==> src/logic/opc_defines.svh <==
`ifndef OPC_DEFINES_SVH
`define OPC_DEFINES_SVH

////////////////////////////////////////////////////////////
// Datapath widths
////////////////////////////////////////////////////////////

`define OPC_WORD_W      16                     // Data and address.
`define OPC_REG_IDX_W   4                      // 16 registers.
`define OPC_MEM_AW      12                     // RAM index bits.
`define OPC_MEM_DEPTH   (1 << `OPC_MEM_AW)     // 4096 words.

////////////////////////////////////////////////////////////
// Memory map
////////////////////////////////////////////////////////////

`define OPC_IO_PAGE_W   8                      // Top address byte.
`define OPC_IO_PAGE     8'hff
`define OPC_IO_OUT_ADDR 16'hff00
`define OPC_IO_IN_ADDR  16'hff01

`endif

==> src/logic/opc_pkg.sv <==
`include "opc_defines.svh"

package opc_pkg;

   typedef logic [`OPC_WORD_W-1:0]    word_t;
   typedef logic [`OPC_MEM_AW-1:0]    mem_addr_t;
   typedef logic [`OPC_REG_IDX_W-1:0] reg_idx_t;

   typedef enum logic [1:0] {
      OP_LD   = 2'd0,
      OP_ADD  = 2'd1,
      OP_NAND = 2'd2,
      OP_STO  = 2'd3
   } opcode_t;

   typedef enum logic [2:0] {
      fetch0,
      fetch1,
      ea_ed,
      rdmem,
      exec,
      wrmem
   } cpu_state_e;

   // First instruction word, msb first.
   typedef struct packed {
      logic     pred_c;
      logic     pred_nz;
      logic     spare;
      logic     indirect;
      opcode_t  op;
      logic [1:0] rsvd;                        // Bits 9:8.
      reg_idx_t src;
      reg_idx_t dst;
   } instr_t;

   typedef struct packed {
      word_t address;
      word_t wdata;
      logic  write;
   } cpu_bus_t;

   typedef struct packed {
      logic      en;
      mem_addr_t address;
      word_t     data;
   } load_t;

endpackage

==> src/logic/opc_bus_return.sv <==
`timescale 1ns/1ps
`include "opc_defines.svh"

module opc_bus_return
   import opc_pkg::*;
(
   input  word_t address,
   input  word_t mem_rdata,
   input  word_t io_rdata,
   output word_t rdata
);

   logic io_sel;
   logic ram_in_range;

   assign io_sel       = (address[`OPC_WORD_W-1 -: `OPC_IO_PAGE_W] == `OPC_IO_PAGE);
   assign ram_in_range = (address[`OPC_WORD_W-1:`OPC_MEM_AW] == '0);

   // Same cycle return to the CPU.
   assign rdata = io_sel ? io_rdata : mem_rdata;

   // Addresses above the RAM and below the I/O page would alias.
   always_comb
   begin
      a_ram_range: assert #0 ($isunknown(address) || io_sel || ram_in_range);
   end

endmodule

==> config.mk <==
export PLATFORM = sky130hd
export DESIGN_NAME = opc_bus_return
export DESIGN_NICKNAME = d
export VERILOG_FILES = /design/src/logic/opc_pkg.sv /design/src/logic/opc_bus_return.sv
export VERILOG_INCLUDE_DIRS = /design/src /design/src/logic
export SDC_FILE = /design/constraint.sdc
export NUM_CORES = 1
export LEC_CHECK = 0
export BUFFER_PORTS_ARGS = -buffer_cell sky130_fd_sc_hd__buf_2
export CAP_MARGIN = 40
export CORE_AREA = 2 2 39 41
export DETAILED_ROUTE_END_ITERATION = 12
export DIE_AREA = 0 0 41 43
export MAX_ROUTING_LAYER = met4
export PLACE_DENSITY = 0.79
export SETUP_SLACK_MARGIN = 0.5
export SYNTH_ARGS = -nofsm -noshare
export SYNTH_HDL_FRONTEND = slang
export SYNTH_SLANG_ARGS = --single-unit
==> constraint.sdc <==
create_clock -name vclk -period 1.8
set_clock_uncertainty 0.2 [all_clocks]
set_input_delay 0.36 -clock vclk [all_inputs]
set_output_delay 0.36 -clock vclk [all_outputs]
set_load 0.02 [all_outputs]
==> out/qor.csv <==
metric,value,unit
pre_cts_slack,-0.137,ns
dp.cells,93,
tightest_slew,0.152,ns
slew_viol_final,0,
n_clock_buffer,0,
ys_top_cells_by_area,"mux2_4 56%, mux2_2 25%, buf_12 7.5%, nand4_2 4.7%, nor2_4 4.2%",
grt_setup_unrepaired,yes,
grt_pass1_vias,385,
total_power,153,µW
syn_inst,20,
fillCellCount,130,
dr.max_layer_used,met3,
rows,14,
synth_fp_nets,68,
worstPathRequired,1.24,ns
fin_ws,-0.106,ns
finish.instance_area,744,µm²
critical_path.cell_chain,"buf_6, nand4_1, nor2_4, buf_12, mux2_4, buf_2",
hold_path_class,in2out,
grt_max_degree,11,
first_iter_violations,0,
fmax,525,MHz
fin_setup_tns,-1.24,ns
start_util,19.3,%
ys_seq_area_share,0,%
grt_pass1_wl,1530,µm
drtAntennaViolNets,0,
gp_congestion,0.598,
p_leak,0.392,nW
portBuffers,56,
diodes,0,
antenna_found_initial,0,
setup_viol,16,
violations,negative setup slack,
syn-cell-area,268,µm²
fp.dieH,43,µm
critPathSlowestCell,mux2_4,
met1_length,293,µm
die-width,41,µm
endpoint_kind,primary output,
cp_max_fo,10,
grt_overflow,0,
min_period,1.91,ns
max_slew_margin,89.8,%
ir_drop,96.0,µV
core_area,0.00138,mm²
first_pass_iters,1,
layoutNonFillerInstCount,93,
p_per_area,206,mW/mm²
status,"complete, but fails checks",
finalNetCount,127,
yosys_warnings,0,
crit_path_start_kind,input port,
postRouteWirelength,1080,µm
final-seq-area,0,µm²
cts_hold_buf,0,
nFlopsAndLatches,0,
io-pin-count,64,
syn_to_final_growth,178,%
synth_top_area_cell,mux2_4,
wl_per_cell,11.6,µm
hold_viol_final,0,
routed-wl-met2,652,µm
drc,0,
dr_wl_met3,133,µm
synth.avg_cell_area,13.4,µm²
maxCapViolations,0,
critPathMaxStageDelay,0.30,ns
synth_top_area_share,56.1,%
layout-drive-gt1-share,98.7,%
post_synth_num_cell_types,6,
place_area,588,µm²
timing.hold.ws,0.829,ns
die_area,0.00176,mm²
via_per_inst,4.34,
finalCritPeriodShare,106,%
critPathArrivalTime,1.35,ns
criticalPathCategory,in2out,
vias,404,
dp_hpwl,824,µm
grt_util_all_layers,12.3,%
fin_util,53.8,%
multi_input_area,279,µm²
-- power by group --
group / switching, mW / internal [mW]
sequential: 0 / 0
clock: 0 / 0
combinational: 0.0563 / 0.0968
total: 0.0563 / 0.0968
-- path summary, 6_finish.rpt --
kind	from	to	depth (start not counted)
max	address[13]	rdata[12]	6
min	io_rdata[7]	rdata[7]	3
-- routing by layer --
layer | GRT usage [%] | vias to the layer above
li1 | - | 194
met2 | 25.9 | 34
met5 | - | -
met3 | 0 | 0
met1 | 11.7 | 176
met4 | 0 | 0
-- final cells by class --
type,count,share of cell area [%]
multi-input combinational,19,37.5
timing repair buffer,58,59.8
tap,16,2.69
-- cell families after synthesis --
family / after synthesis / synth area share, %
and+or+nand+nor: 3 / 11.2
muxes: 16 / 81.3
buffers and inverters: 1 / 7.48
-- critical path: cells and delay by family --
| kind | cells | cell delay (ns) |
|---|---|---|
| buf+inv | 3 | 0.38 |
| mux | 1 | 0.30 |
| simple gates | 2 | 0.30 |
-- what timing repair did --
action | 4_1_cts | 5_1_grt
gates resized for setup | 29 | 12
endpoints found under the setup margin | 16 | 16
buffers inserted | 0 | 0
gates cloned | 0 | 0
-- synthesized netlist by cell type, drive strengths merged --
master   n
nand4    2
nor2     1
mux2    16
buf      1
-- layout by cell type, fill, tap and decap left out --
master | netlist | layout
buf_2 | 0 | 36
buf_6 | 0 | 20
mux2_4 | 10 | 16
buf_12 | 1 | 2
nand4_4 | 0 | 1
nand4_1 | 1 | 1
nor2_4 | 1 | 1
Note: power is estimated with default switching activity, not from simulation.
