--- config.mk ---
export PLATFORM = sky130hd
export DESIGN_NAME = opc_io_port
export DESIGN_NICKNAME = d
export VERILOG_FILES = /design/src/logic/opc_pkg.sv /design/src/logic/opc_io_port.sv
export VERILOG_INCLUDE_DIRS = /design/src /design/src/logic
export SDC_FILE = /design/constraint.sdc
export NUM_CORES = 1
export LEC_CHECK = 0
export BUFFER_PORTS_ARGS = -buffer_cell sky130_fd_sc_hd__buf_2
export CAP_MARGIN = 20
export CORE_ASPECT_RATIO = 1.2
export CORE_MARGIN = 10
export CORE_UTILIZATION = 31
export CTS_CLUSTER_SIZE = 25
export DETAILED_ROUTE_END_ITERATION = 6
export MAX_ROUTING_LAYER = met4
export PLACE_DENSITY = 0.79
export REMOVE_ABC_BUFFERS = 1
export SLEW_MARGIN = 20
export SYNTH_ARGS = -nofsm -noshare
export SYNTH_HDL_FRONTEND = slang
export SYNTH_SLANG_ARGS = --single-unit
export TNS_END_PERCENT = 10
--- constraint.sdc ---
create_clock -name clk -period 2.8 [get_ports clk]
set_clock_uncertainty 0.05 [all_clocks]
set_input_delay 0.42 -clock clk [delete_from_list [all_inputs] [get_ports clk]]
set_output_delay 0.42 -clock clk [all_outputs]
set_load 0.01 [all_outputs]
--- src/logic/opc_defines.svh ---
`ifndef OPC_DEFINES_SVH
`define OPC_DEFINES_SVH

////////////////////////////////////////////////////////////
// Datapath widths
////////////////////////////////////////////////////////////

`define OPC_WORD_W      16                     // Data and address.
`define OPC_REG_IDX_W   4                      // 16 registers.
`define OPC_MEM_AW      12                     // RAM index bits.
`define OPC_MEM_DEPTH   (1 << `OPC_MEM_AW)     // 4096 words.

////////////////////////////////////////////////////////////
// Memory map
////////////////////////////////////////////////////////////

`define OPC_IO_PAGE_W   8                      // Top address byte.
`define OPC_IO_PAGE     8'hff
`define OPC_IO_OUT_ADDR 16'hff00
`define OPC_IO_IN_ADDR  16'hff01

`endif

--- src/logic/opc_pkg.sv ---
`include "opc_defines.svh"

package opc_pkg;

   typedef logic [`OPC_WORD_W-1:0]    word_t;
   typedef logic [`OPC_MEM_AW-1:0]    mem_addr_t;
   typedef logic [`OPC_REG_IDX_W-1:0] reg_idx_t;

   typedef enum logic [1:0] {
      OP_LD   = 2'd0,
      OP_ADD  = 2'd1,
      OP_NAND = 2'd2,
      OP_STO  = 2'd3
   } opcode_t;

   typedef enum logic [2:0] {
      fetch0,
      fetch1,
      ea_ed,
      rdmem,
      exec,
      wrmem
   } cpu_state_e;

   // First instruction word, msb first.
   typedef struct packed {
      logic     pred_c;
      logic     pred_nz;
      logic     spare;
      logic     indirect;
      opcode_t  op;
      logic [1:0] rsvd;                        // Bits 9:8.
      reg_idx_t src;
      reg_idx_t dst;
   } instr_t;

   typedef struct packed {
      word_t address;
      word_t wdata;
      logic  write;
   } cpu_bus_t;

   typedef struct packed {
      logic      en;
      mem_addr_t address;
      word_t     data;
   } load_t;

endpackage

--- src/logic/opc_io_port.sv ---
`timescale 1ns/1ps
`include "opc_defines.svh"

module opc_io_port
   import opc_pkg::*;
(
   input  logic     clk,
   input  logic     reset_b,
   input  cpu_bus_t bus,
   input  word_t    in_port,
   output word_t    rdata,
   output word_t    out_port,
   output logic     out_strobe
);

   logic out_we;

   assign out_we = bus.write && (bus.address == `OPC_IO_OUT_ADDR);

   ////////////////////////////////////////////////////////////
   // Output register
   ////////////////////////////////////////////////////////////

   always_ff @(posedge clk or negedge reset_b)
   begin
      if (!reset_b)
      begin
         out_port   <= '0;
         out_strobe <= 1'b0;
      end
      else
      begin
         out_strobe <= out_we;                 // High for one cycle.
         if (out_we)
            out_port <= bus.wdata;
      end
   end

   // Other page addresses read back the output register.
   assign rdata = (bus.address == `OPC_IO_IN_ADDR) ? in_port : out_port;

endmodule

==> flow_results.org <==
** Power and ir drop
- VDD sags by at most approximately 200 uV.
- Leak pwr :: around 0.9 nW
- In this run the power density over the cells is about 290 nW/um^2.

** Route
- Drt via density :: 4.73
- The routed layout has 870 vias.
- After detailed routing, the total wire length is 2970 um.
- Average detailed-routed wire length per instance :: 16.2 um
- The first routing iteration left 20 violations.
- Once detail routing completed, the nets flagged for antenna violations numbered 0.
- Pre-Repair DR Iteration Count :: 3
- After detailed routing, the number of remaining DRC violations is 0.

** Finish
- The final layout contains 200 nets.
- The layout has roughly 280 filler cells.
- With fillers left out, the area of the finished cells amounts to ~1400 um^2.
- Synth-to-layout area growth :: 49.8%
- Antenna cells :: 0
- Cells with a size suffix above 1 make up 83.8% of the layout.

** CTS
- Clock tree from TritonCTS :: built
- Clock transition at the register clock pins on the worst setup and hold paths after CTS :: 0.10 ns
- Clock Tree Root :: sky130_fd_sc_hd__clkbuf_4
- H-tree lvl count :: 1
- Clock sinks :: 17
- Post-CTS repair changed the size of 0 cells.
- Counting along the longest clock path gives a buffer depth of 2.
- Number of buffers created by CTS :: 3
- Worst-skew pair later-pin latency :: 0.28 ns

** Placement
- Input/output buffers :: 83
- Area of placed instances :: approximately 1400 um^2
- Routability-driven placement finished with a final weighted congestion of roughly 0.7.

** Critical path
- Data arrival, critical path :: 2.13 ns
- The critical path is of the input port to output port type.
- The most critical setup path has its startpoint at bus[18].
- Critical Path Fanout Max :: 16
- Worst Path Required :: 2.33 ns
- In this run the critical register-to-register path is launched from out_port[12]$_DFFE_PN0P_.
- The worst setup path is launched from an input port.
- For the worst flop-to-flop path, the logic depth is 1.
- CP Capture Type :: output port

** Timing
- Crit share post-route :: 92.9%
- The routed design could run at a clock period as short as 2.60 ns.
- The number of max-slew violations in the final report is 0.
- Number of setup violations in the final report :: 0
- F_max :: slightly below 400 MHz
- After routing, the total negative slack on setup checks comes to 0 ns.
- The final-report hold violation count is 0.
- Unrepaired setup endpoints after global routing :: no
- Headroom to the max-slew limit came out at 67.4%.
- For the pin with the worst max-slew slack, the measured transition is 0.486 ns.

** Synth
- The commonest cells after synthesis are sky130_fd_sc_hd__mux2_2 (22), sky130_fd_sc_hd__dfrtp_1 (17), sky130_fd_sc_hd__mux2_4 (10).
- Total number of yosys warnings :: 0
- Post-synthesis cell count :: 62
- Sequential-to-total area share from yosys stat :: 44.1%
- Most frequently used flop master after synthesis :: sky130_fd_sc_hd__dfrtp_1
- Mean post-synth cell area :: 15.6 um^2
- Yosys mapped the design onto 16 distinct sky130hd cell types.
- Of the post-synthesis cell area, the dominant cell type holds about 44%.
- Summed over all instances, the cell type with the most area after synthesis is sky130_fd_sc_hd__dfrtp_1.
- By area the synthesized netlist is led by sky130_fd_sc_hd__dfrtp_1 (44%), sky130_fd_sc_hd__mux2_2 (26%), sky130_fd_sc_hd__mux2_4 (16%).
- Netlist area before placement :: 965 um^2
- Most common cell in the synthesized netlist :: sky130_fd_sc_hd__mux2_2
- Synthesis inferred 17 register bits.
- Counting flops with an async set or reset pin after synthesis yields a share of 100%.
- EDFF count, synth :: 0

** GRT
- The first global-routing pass estimated 4710 um of wire.
- Vias in the first global route :: 1030
- Overall overflow remaining after global route :: 0
- Pin count of the biggest net entering global routing :: 18
- Global routing consumed, over all layers together, roughly a tenth of the routing resources.
- Antenna violations before repair :: 0

** Floorplan
- Total I/O pin count :: 84
- Horiz. Die Dim :: 70.9 um
- Initial core utilization :: 31.9%
- Site row count :: 22
- Vertical extent of the die :: 81.1 um
- The die covers 5750 um^2.
- Core area :: 3030 um^2

** Hold path
- Hold path startpoint :: bus[13]
- Worst hold path depth :: 2
- Type of the tightest min-delay check :: input port to flip-flop

** Run status
- Outcome :: complete, no violations

** Flow run
- Count of maximum capacitance violations :: 0
## metrics by stage
stage	instances	utilization [%]	setup slack, ns	total power [mW]	hold WS [ns]
floorplan	59	-	0.506	0.256	0.0744
detailed placement	179	46.5	0.176	0.297	0.320
CTS	184	47.7	0.180	0.434	0.296
global placement	179	46.5	0.225	0.295	0.313
finish	184	47.7	0.200	0.423	0.311
global route	184	47.7	0.0984	0.448	0.296
## layout make-up
cell class | instances | area (um^2) | share of cell area [%]
Inverter | 1 | 3.75 | 0.260
Multi-Input combinational cell | 41 | 499 | 34.5
Tap cell | 36 | 45.0 | 3.12
Timing Repair Buffer | 85 | 445 | 30.8
Clock buffer | 4 | 26.3 | 1.82
Sequential cell | 17 | 425 | 29.4
## state kept, by name, indices dropped and copies added, names as in the netlist
signal,flops
out_port,16
out_strobe,1
## final timing paths
kind / end / slack, ns
max: rdata[1] / 0.20
min: out_port[12]$_DFFE_PN0P_ / 0.31
max reg2reg: out_port[12]$_DFFE_PN0P_ / 1.97
min reg2reg: out_port[0]$_DFFE_PN0P_ / 0.48
max in group asynchronous: out_strobe$_DFF_PN0_ / 1.88
min in group asynchronous: out_port[4]$_DFFE_PN0P_ / 0.54
## metal layers
metal  wire length [um]  global-route usage [%]  part of all wire [%]  vias to the layer above
li1                   -                       -                     -                      401
met1               1170                    10.6                    39                      409
met2               1380                    16.8                    47                       58
met3                402                    5.12                    14                        2
met4                 17                    4.07                  0.57                        0
met5                  0                       -                     0                        -
## worst max-delay path, stage by stage
cell	delay, ns
sky130_fd_sc_hd__buf_2	0.11
sky130_fd_sc_hd__nor4b_4	0.28
sky130_fd_sc_hd__nand2_2	0.12
sky130_fd_sc_hd__or4_4	0.70
sky130_fd_sc_hd__mux2_4	0.35
sky130_fd_sc_hd__buf_2	0.14
## repair_timing
action	4_1_cts	5_1_grt
hold buffers	1	0
endpoints found under the hold margin	17	0
setup buffers	0	0
## cell usage in the layout, fill, tap and decap left out
cell	netlist	final
sky130_fd_sc_hd__nand2_2	1	1
sky130_fd_sc_hd__mux2_2	22	22
sky130_fd_sc_hd__clkbuf_4	0	3
sky130_fd_sc_hd__dfrtp_1	17	17
sky130_fd_sc_hd__or4_4	1	1
sky130_fd_sc_hd__nand2_1	1	1
sky130_fd_sc_hd__nand4_1	1	1
sky130_fd_sc_hd__inv_1	1	1
sky130_fd_sc_hd__nor4b_4	1	1
sky130_fd_sc_hd__mux2_4	10	10
sky130_fd_sc_hd__dlygate4sd3_1	0	1
sky130_fd_sc_hd__clkbuf_1	0	1
sky130_fd_sc_hd__nor4_4	1	1
sky130_fd_sc_hd__nor4b_2	1	1
sky130_fd_sc_hd__nor4_1	1	1
sky130_fd_sc_hd__nand3b_1	1	1
sky130_fd_sc_hd__buf_2	1	83
sky130_fd_sc_hd__buf_12	1	1
## cell families after synthesis
group	after synthesis	synth area share, %
mux	32	41.2
flops	17	44.1
simple gates	9	10.5
buf+inv	4	4.15
## power by group
part / switching [mW] / total (mW) / internal, mW
clock: 0.0752 / 0.130 / 0.0553
combinational: 0.0185 / 0.0471 / 0.0286
sequential: 0.0000560 / 0.245 / 0.245
total: 0.0938 / 0.423 / 0.329
Power figures use the tool's default switching activity.
