## config.mk

```make
export PLATFORM = sky130hd
export DESIGN_NAME = opc_cpu
export DESIGN_NICKNAME = d
export VERILOG_FILES = /design/src/logic/opc_pkg.sv /design/src/logic/opc_cpu.sv
export VERILOG_INCLUDE_DIRS = /design/src /design/src/logic
export SDC_FILE = /design/constraint.sdc
export NUM_CORES = 1
export LEC_CHECK = 0
export ABC_AREA = 1
export BUFFER_PORTS_ARGS = -buffer_cell sky130_fd_sc_hd__buf_2
export CAP_MARGIN = 20
export CORE_MARGIN = 1.5
export CORE_UTILIZATION = 60
export CTS_CLUSTER_SIZE = 40
export DETAILED_ROUTE_END_ITERATION = 6
export GPL_TIMING_DRIVEN = 1
export HOLD_SLACK_MARGIN = 0.1
export PLACE_DENSITY = 0.77
export SETUP_SLACK_MARGIN = 0.3
export SYNTH_ARGS = -nofsm -noshare
export SYNTH_HDL_FRONTEND = slang
export SYNTH_SLANG_ARGS = --single-unit
```

## constraint.sdc

```tcl
create_clock -name clk -period 4.04 [get_ports clk]
set_clock_uncertainty 0.05 [all_clocks]
set_input_delay 0.202 -clock clk [delete_from_list [all_inputs] [get_ports clk]]
set_output_delay 0.202 -clock clk [all_outputs]
set_load 0.02 [all_outputs]
```

## src/logic/opc_defines.svh

```systemverilog
`ifndef OPC_DEFINES_SVH
`define OPC_DEFINES_SVH

////////////////////////////////////////////////////////////
// Datapath widths
////////////////////////////////////////////////////////////

`define OPC_WORD_W      16                     // Data and address.
`define OPC_REG_IDX_W   4                      // 16 registers.
`define OPC_MEM_AW      12                     // RAM index bits.
`define OPC_MEM_DEPTH   (1 << `OPC_MEM_AW)     // 4096 words.

////////////////////////////////////////////////////////////
// Memory map
////////////////////////////////////////////////////////////

`define OPC_IO_PAGE_W   8                      // Top address byte.
`define OPC_IO_PAGE     8'hff
`define OPC_IO_OUT_ADDR 16'hff00
`define OPC_IO_IN_ADDR  16'hff01

`endif

```

## src/logic/opc_pkg.sv

```systemverilog
`include "opc_defines.svh"

package opc_pkg;

   typedef logic [`OPC_WORD_W-1:0]    word_t;
   typedef logic [`OPC_MEM_AW-1:0]    mem_addr_t;
   typedef logic [`OPC_REG_IDX_W-1:0] reg_idx_t;

   typedef enum logic [1:0] {
      OP_LD   = 2'd0,
      OP_ADD  = 2'd1,
      OP_NAND = 2'd2,
      OP_STO  = 2'd3
   } opcode_t;

   typedef enum logic [2:0] {
      fetch0,
      fetch1,
      ea_ed,
      rdmem,
      exec,
      wrmem
   } cpu_state_e;

   // First instruction word, msb first.
   typedef struct packed {
      logic     pred_c;
      logic     pred_nz;
      logic     spare;
      logic     indirect;
      opcode_t  op;
      logic [1:0] rsvd;                        // Bits 9:8.
      reg_idx_t src;
      reg_idx_t dst;
   } instr_t;

   typedef struct packed {
      word_t address;
      word_t wdata;
      logic  write;
   } cpu_bus_t;

   typedef struct packed {
      logic      en;
      mem_addr_t address;
      word_t     data;
   } load_t;

endpackage

```

## src/logic/opc_cpu.sv

```systemverilog
`timescale 1ns/1ps

module opc_cpu
   import opc_pkg::*;
(
   input  logic     clk,
   input  logic     reset_b,
   input  word_t    rdata,
   output cpu_bus_t bus
);

   ////////////////////////////////////////////////////////////
   // State and datapath registers
   ////////////////////////////////////////////////////////////

   cpu_state_e state;
   instr_t     ir_q;
   word_t      or_q;                           // Operand, then effective value.
   word_t      pc_q;
   word_t      grf_q [0:(1 << $bits(reg_idx_t))-1];
   logic       c_q;
   logic       z_q;

   reg_idx_t   grf_radr;
   word_t      grf_dout;
   word_t      result;
   logic       carry;
   logic       pred_ok;
   logic       dst_is_pc;

   assign dst_is_pc = (ir_q.dst == '1);
   assign pred_ok   = (ir_q.pred_c | c_q) & (ir_q.pred_nz | ~z_q);

   // Source register for the address, destination for ALU and store.
   assign grf_radr = (state == exec || state == wrmem) ? ir_q.dst : ir_q.src;

   always_comb
   begin
      if (grf_radr == '1)
         grf_dout = pc_q;                      // r15 is the PC.
      else if (grf_radr == '0)
         grf_dout = '0;                        // r0 reads as zero.
      else
         grf_dout = grf_q[grf_radr];
   end

   ////////////////////////////////////////////////////////////
   // ALU
   ////////////////////////////////////////////////////////////

   always_comb
   begin
      carry  = c_q;
      result = or_q;
      case (ir_q.op)
         OP_ADD:
         begin
            {carry, result} = {1'b0, grf_dout} + {1'b0, or_q};
         end
         OP_NAND:
         begin
            result = ~(grf_dout & or_q);
         end
         default:
         begin
            result = or_q;                     // Load passes the operand.
         end
      endcase
   end

   ////////////////////////////////////////////////////////////
   // State machine
   ////////////////////////////////////////////////////////////

   always_ff @(posedge clk or negedge reset_b)
   begin
      if (!reset_b)
         state <= fetch0;
      else
      begin
         case (state)
            fetch0:
               state <= fetch1;
            fetch1:
               state <= pred_ok ? ea_ed : fetch0;  // Skip on failed predicate.
            ea_ed:
            begin
               if (ir_q.indirect)
                  state <= rdmem;
               else if (ir_q.op == OP_STO)
                  state <= wrmem;
               else
                  state <= exec;
            end
            rdmem:
               state <= (ir_q.op == OP_STO) ? wrmem : exec;
            default:
               state <= fetch0;
         endcase
      end
   end

   // Instruction and operand words.
   always_ff @(posedge clk)
   begin
      case (state)
         fetch0:
            ir_q <= instr_t'(rdata);
         fetch1, rdmem:
            or_q <= rdata;
         ea_ed:
            or_q <= grf_dout + or_q;           // Effective value.
         default:
            or_q <= or_q;
      endcase
   end

   always_ff @(posedge clk or negedge reset_b)
   begin
      if (!reset_b)
         pc_q <= '0;
      else if (state == fetch0 || state == fetch1)
         pc_q <= pc_q + 1'b1;
      else if (state == exec && dst_is_pc)
         pc_q <= result;                       // Jump.
   end

   always_ff @(posedge clk or negedge reset_b)
   begin
      if (!reset_b)
      begin
         c_q <= 1'b0;
         z_q <= 1'b0;
      end
      else if (state == exec)
      begin
         c_q <= carry;
         z_q <= (result == '0);
      end
   end

   always_ff @(posedge clk)
   begin
      if (state == exec && !dst_is_pc)
         grf_q[ir_q.dst] <= result;
   end

   ////////////////////////////////////////////////////////////
   // Bus request
   ////////////////////////////////////////////////////////////

   assign bus.address = (state == rdmem || state == wrmem) ? or_q : pc_q;
   assign bus.wdata   = grf_dout;
   assign bus.write   = (state == wrmem);

   // A write belongs to a store and lasts one cycle before the next fetch.
   a_write_store: assert property (@(posedge clk) disable iff (!reset_b)
      bus.write |-> (ir_q.op == OP_STO) ##1 (!bus.write && state == fetch0));

   a_state_legal: assert property (@(posedge clk) disable iff (!reset_b)
      !$isunknown(state) && (state inside {fetch0, fetch1, ea_ed, rdmem, exec, wrmem}));

endmodule

```

==> flow_summary.yaml <==
outcome:
  status: "finished clean"
logic_synthesis:
  avgSynthCellArea_um2: 10.31
  synth_ff_type: "edfxtp_1"
  synth.top_cell.area_share_pct: 59.92
  syn_area_um2: 14280
  synth_area_leader_cell: "edfxtp_1"
  synthTopCellsByArea: "edfxtp_1, nand2_1, dfrtp_1"
  synth_edf_count: 285
  ys_types: 42
  ys_seq_area_share_pct: 63.60
  ys_ff_latch: 306
  async_flop_share_pct: 6.863
  yosysWarnings: 0
  synthCells: 1385
drt:
  vias: 12150
  first_pass_iters: 5
  routed_wirelength_mm: 45.41
  wire_per_inst_um: 23.46
  post-route-drc-count: 0
  drtIter0Drc: 1661
  antenna_left: 0
  viasPerCell: 6.274
sta:
  slew_headroom_pct: 28.47
  rsz0062_at_grt: "true"
  fin_crit_ns: 4.023
  fin_crit_sh_pct: 99.59
  fmax_mhz: 248.6
  setup_viol: 0
  setup_tns_ns: 0
  finalHoldViolCount: 0
  tightestPinTransition_ns: 1.070
  report.final.slew_viol_count: 0
  whs_ns: 0.1254
clock_network:
  cts_sinks: 306
  clkSlewWorstSetupHoldPaths_ns: 0.07
  cts_buffers: 30
  htree_levels: 1
  clk_path_buf_depth: 3
  cts_tree: "built"
  clkLatencyLatePin_ns: 0.55
  cts_root_buffer: "clkbuf_16"
critical_path:
  critical_path_arrival_ns: 4.17
  crit_type: "reg2reg"
  cp_top_family: "simple AND/OR/NAND/NOR gates"
  crit_fanout: 8
  r2r-start: "state[1]"
  cp_slowest_cell: "dfrtp_1"
  crit_buf_inv: 6
  cpPeakStageDelay_ns: 0.39
  start_kind: "register"
  critPathRequiredTime_ns: 4.19
  cp-end-kind: "register"
  path_cells: "buf_6 -> nor2_4 -> nand2_4 -> nand2_8 -> buf_12 -> buf_12 -> buf_8 -> nand2_2 -> a32o_2 -> nand2_1 -> nand4_1 -> o21ai_2 -> ha_4 -> nand2_4 -> nor2_4 -> inv_1 -> nor2_1 -> nand2_1 -> nand2_1 -> nand2_2 -> nand3_2 -> nand2_2 -> nand2_4 -> clkinvlp_2"
  cp-startpoint: "state[1]"
place:
  hpwl_mm: 24.52
  place_congestion: 0.9533
  portBuffers: 50
  detailed_place.area_um2: 15480
floorplan:
  fp.dieW_um: 157.3
  dieArea_um2: 24740
  ios: 51
  die_h_um: 157.3
  rows: 56
  start_util_pct: 61.03
  core-area_um2: 23400
final_layout:
  fillers: 1340
  layout_commonest_cell: "nand2_1"
  final_cell_mix: "nand2_1, edfxtp_1, inv_1"
  antennaDiodeCount: 0
  layout-drive-gt1-share_pct: 25.60
  final_util_pct: 77.99
  syn_to_final_growth_pct: 27.80
  finish.net_count: 1632
  fin_area_um2: 18250
global_route:
  grt_overflow: 0
  track_usage_pct: 35.10
  grt_pass1_vias: 11620
  grt_first_pass_wirelength_mm: 64.11
  antenna_found_initial: 0
  grt_max_degree: 33
flow_run:
  maxCapViolations: 0
worst_hold_path:
  hold_class: "in2async"
## metrics by stage
stage | std cells | setup slack [ns]
2_1_floorplan | 1400 | 0.3555
3_3_place_gp | 1783 | -0.01642
3_5_place_dp | 1783 | -0.1237
4_1_cts | 1907 | 0.2876
5_1_grt | 1936 | -0.1617
6_report | 1936 | 0.01670
## what timing repair did
action                                  CTS  global route
pin swaps                                50            71
hold endpoints to repair                 50             0
setup buffers                            40            24
cloned                                   11             5
resized for setup                       100            88
endpoints found under the setup margin  218           237
hold buffers                             17             0
## area by class of cell
| type | instances | area, um^2 | share of cell area, % |
|---|---|---|---|
| Inverter | 128 | 514.2 | 2.817 |
| Tap cell | 319 | 399.1 | 2.187 |
| Clock inverter | 15 | 97.59 | 0.5347 |
| Multi-Input combinational cell | 905 | 5139 | 28.15 |
| Timing Repair Buffer | 216 | 2142 | 11.74 |
| Timing Repair inverter | 6 | 42.54 | 0.2331 |
| Clock buffer | 41 | 833.3 | 4.565 |
| Sequential cell | 306 | 9085 | 49.77 |
## worst paths after layout
| check | endpoint | slack [ns] | cells after the start |
|---|---|---|---|
| max | grf_q[10][13] | 0.02 | 24 |
| min | pc_q[10] | 0.13 | 2 |
| max reg2reg | grf_q[10][13] | 0.02 | 24 |
| min reg2reg | state[2] | 0.44 | 1 |
| max in group asynchronous | state[2] | 3.39 | 2 |
| min in group clk | ir_q[2] | 0.34 | 2 |
## cells by family after synthesis
group,Yosys count,share of synthesized area [%]
and+or+nand+nor,615,18.02
AOI/OAI and AO/OA,247,10.49
xor gates and xnor gates,6,0.3679
other,1,0.02626
DFF,306,63.60
buffers and inverters,189,5.607
adders and majority gates,21,1.892
## routing by layer
| layer | routed length, um | up-vias | track usage [%] |
|---|---|---|---|
| met5 | 0 | - | 0 |
| met4 | 2663 | 0 | 16.35 |
| met3 | 5367 | 221 | 6.305 |
| met2 | 22270 | 977 | 61.04 |
| met1 | 15120 | 5704 | 42.63 |
| li1 | - | 5245 | - |
## Yosys cell counts, types with 5 or more instances
library cell,n
a21oi_1,73
a32o_1,26
buf_2,28
buf_4,13
clkbuf_1,17
dfrtp_1,21
edfxtp_1,285
ha_1,20
inv_1,121
inv_2,6
nand2_1,377
nand3_1,78
nand4_1,18
nor2_1,101
nor2_2,5
nor3_1,8
o21ai_0,84
o21ai_1,21
o221ai_1,20
o22ai_1,9
or2_2,12
xor2_1,5
## state kept, by name (all words and copies together) (netlist names)
signal / cells
grf_q: 256
or_q: 16
pc_q: 16
ir_q: 13
state: 3
c_q: 1
z_q: 1
Power is left out: the tool's default activity adds up to more than one toggle a clock period on the data nets, which glitch-free logic cannot reach.
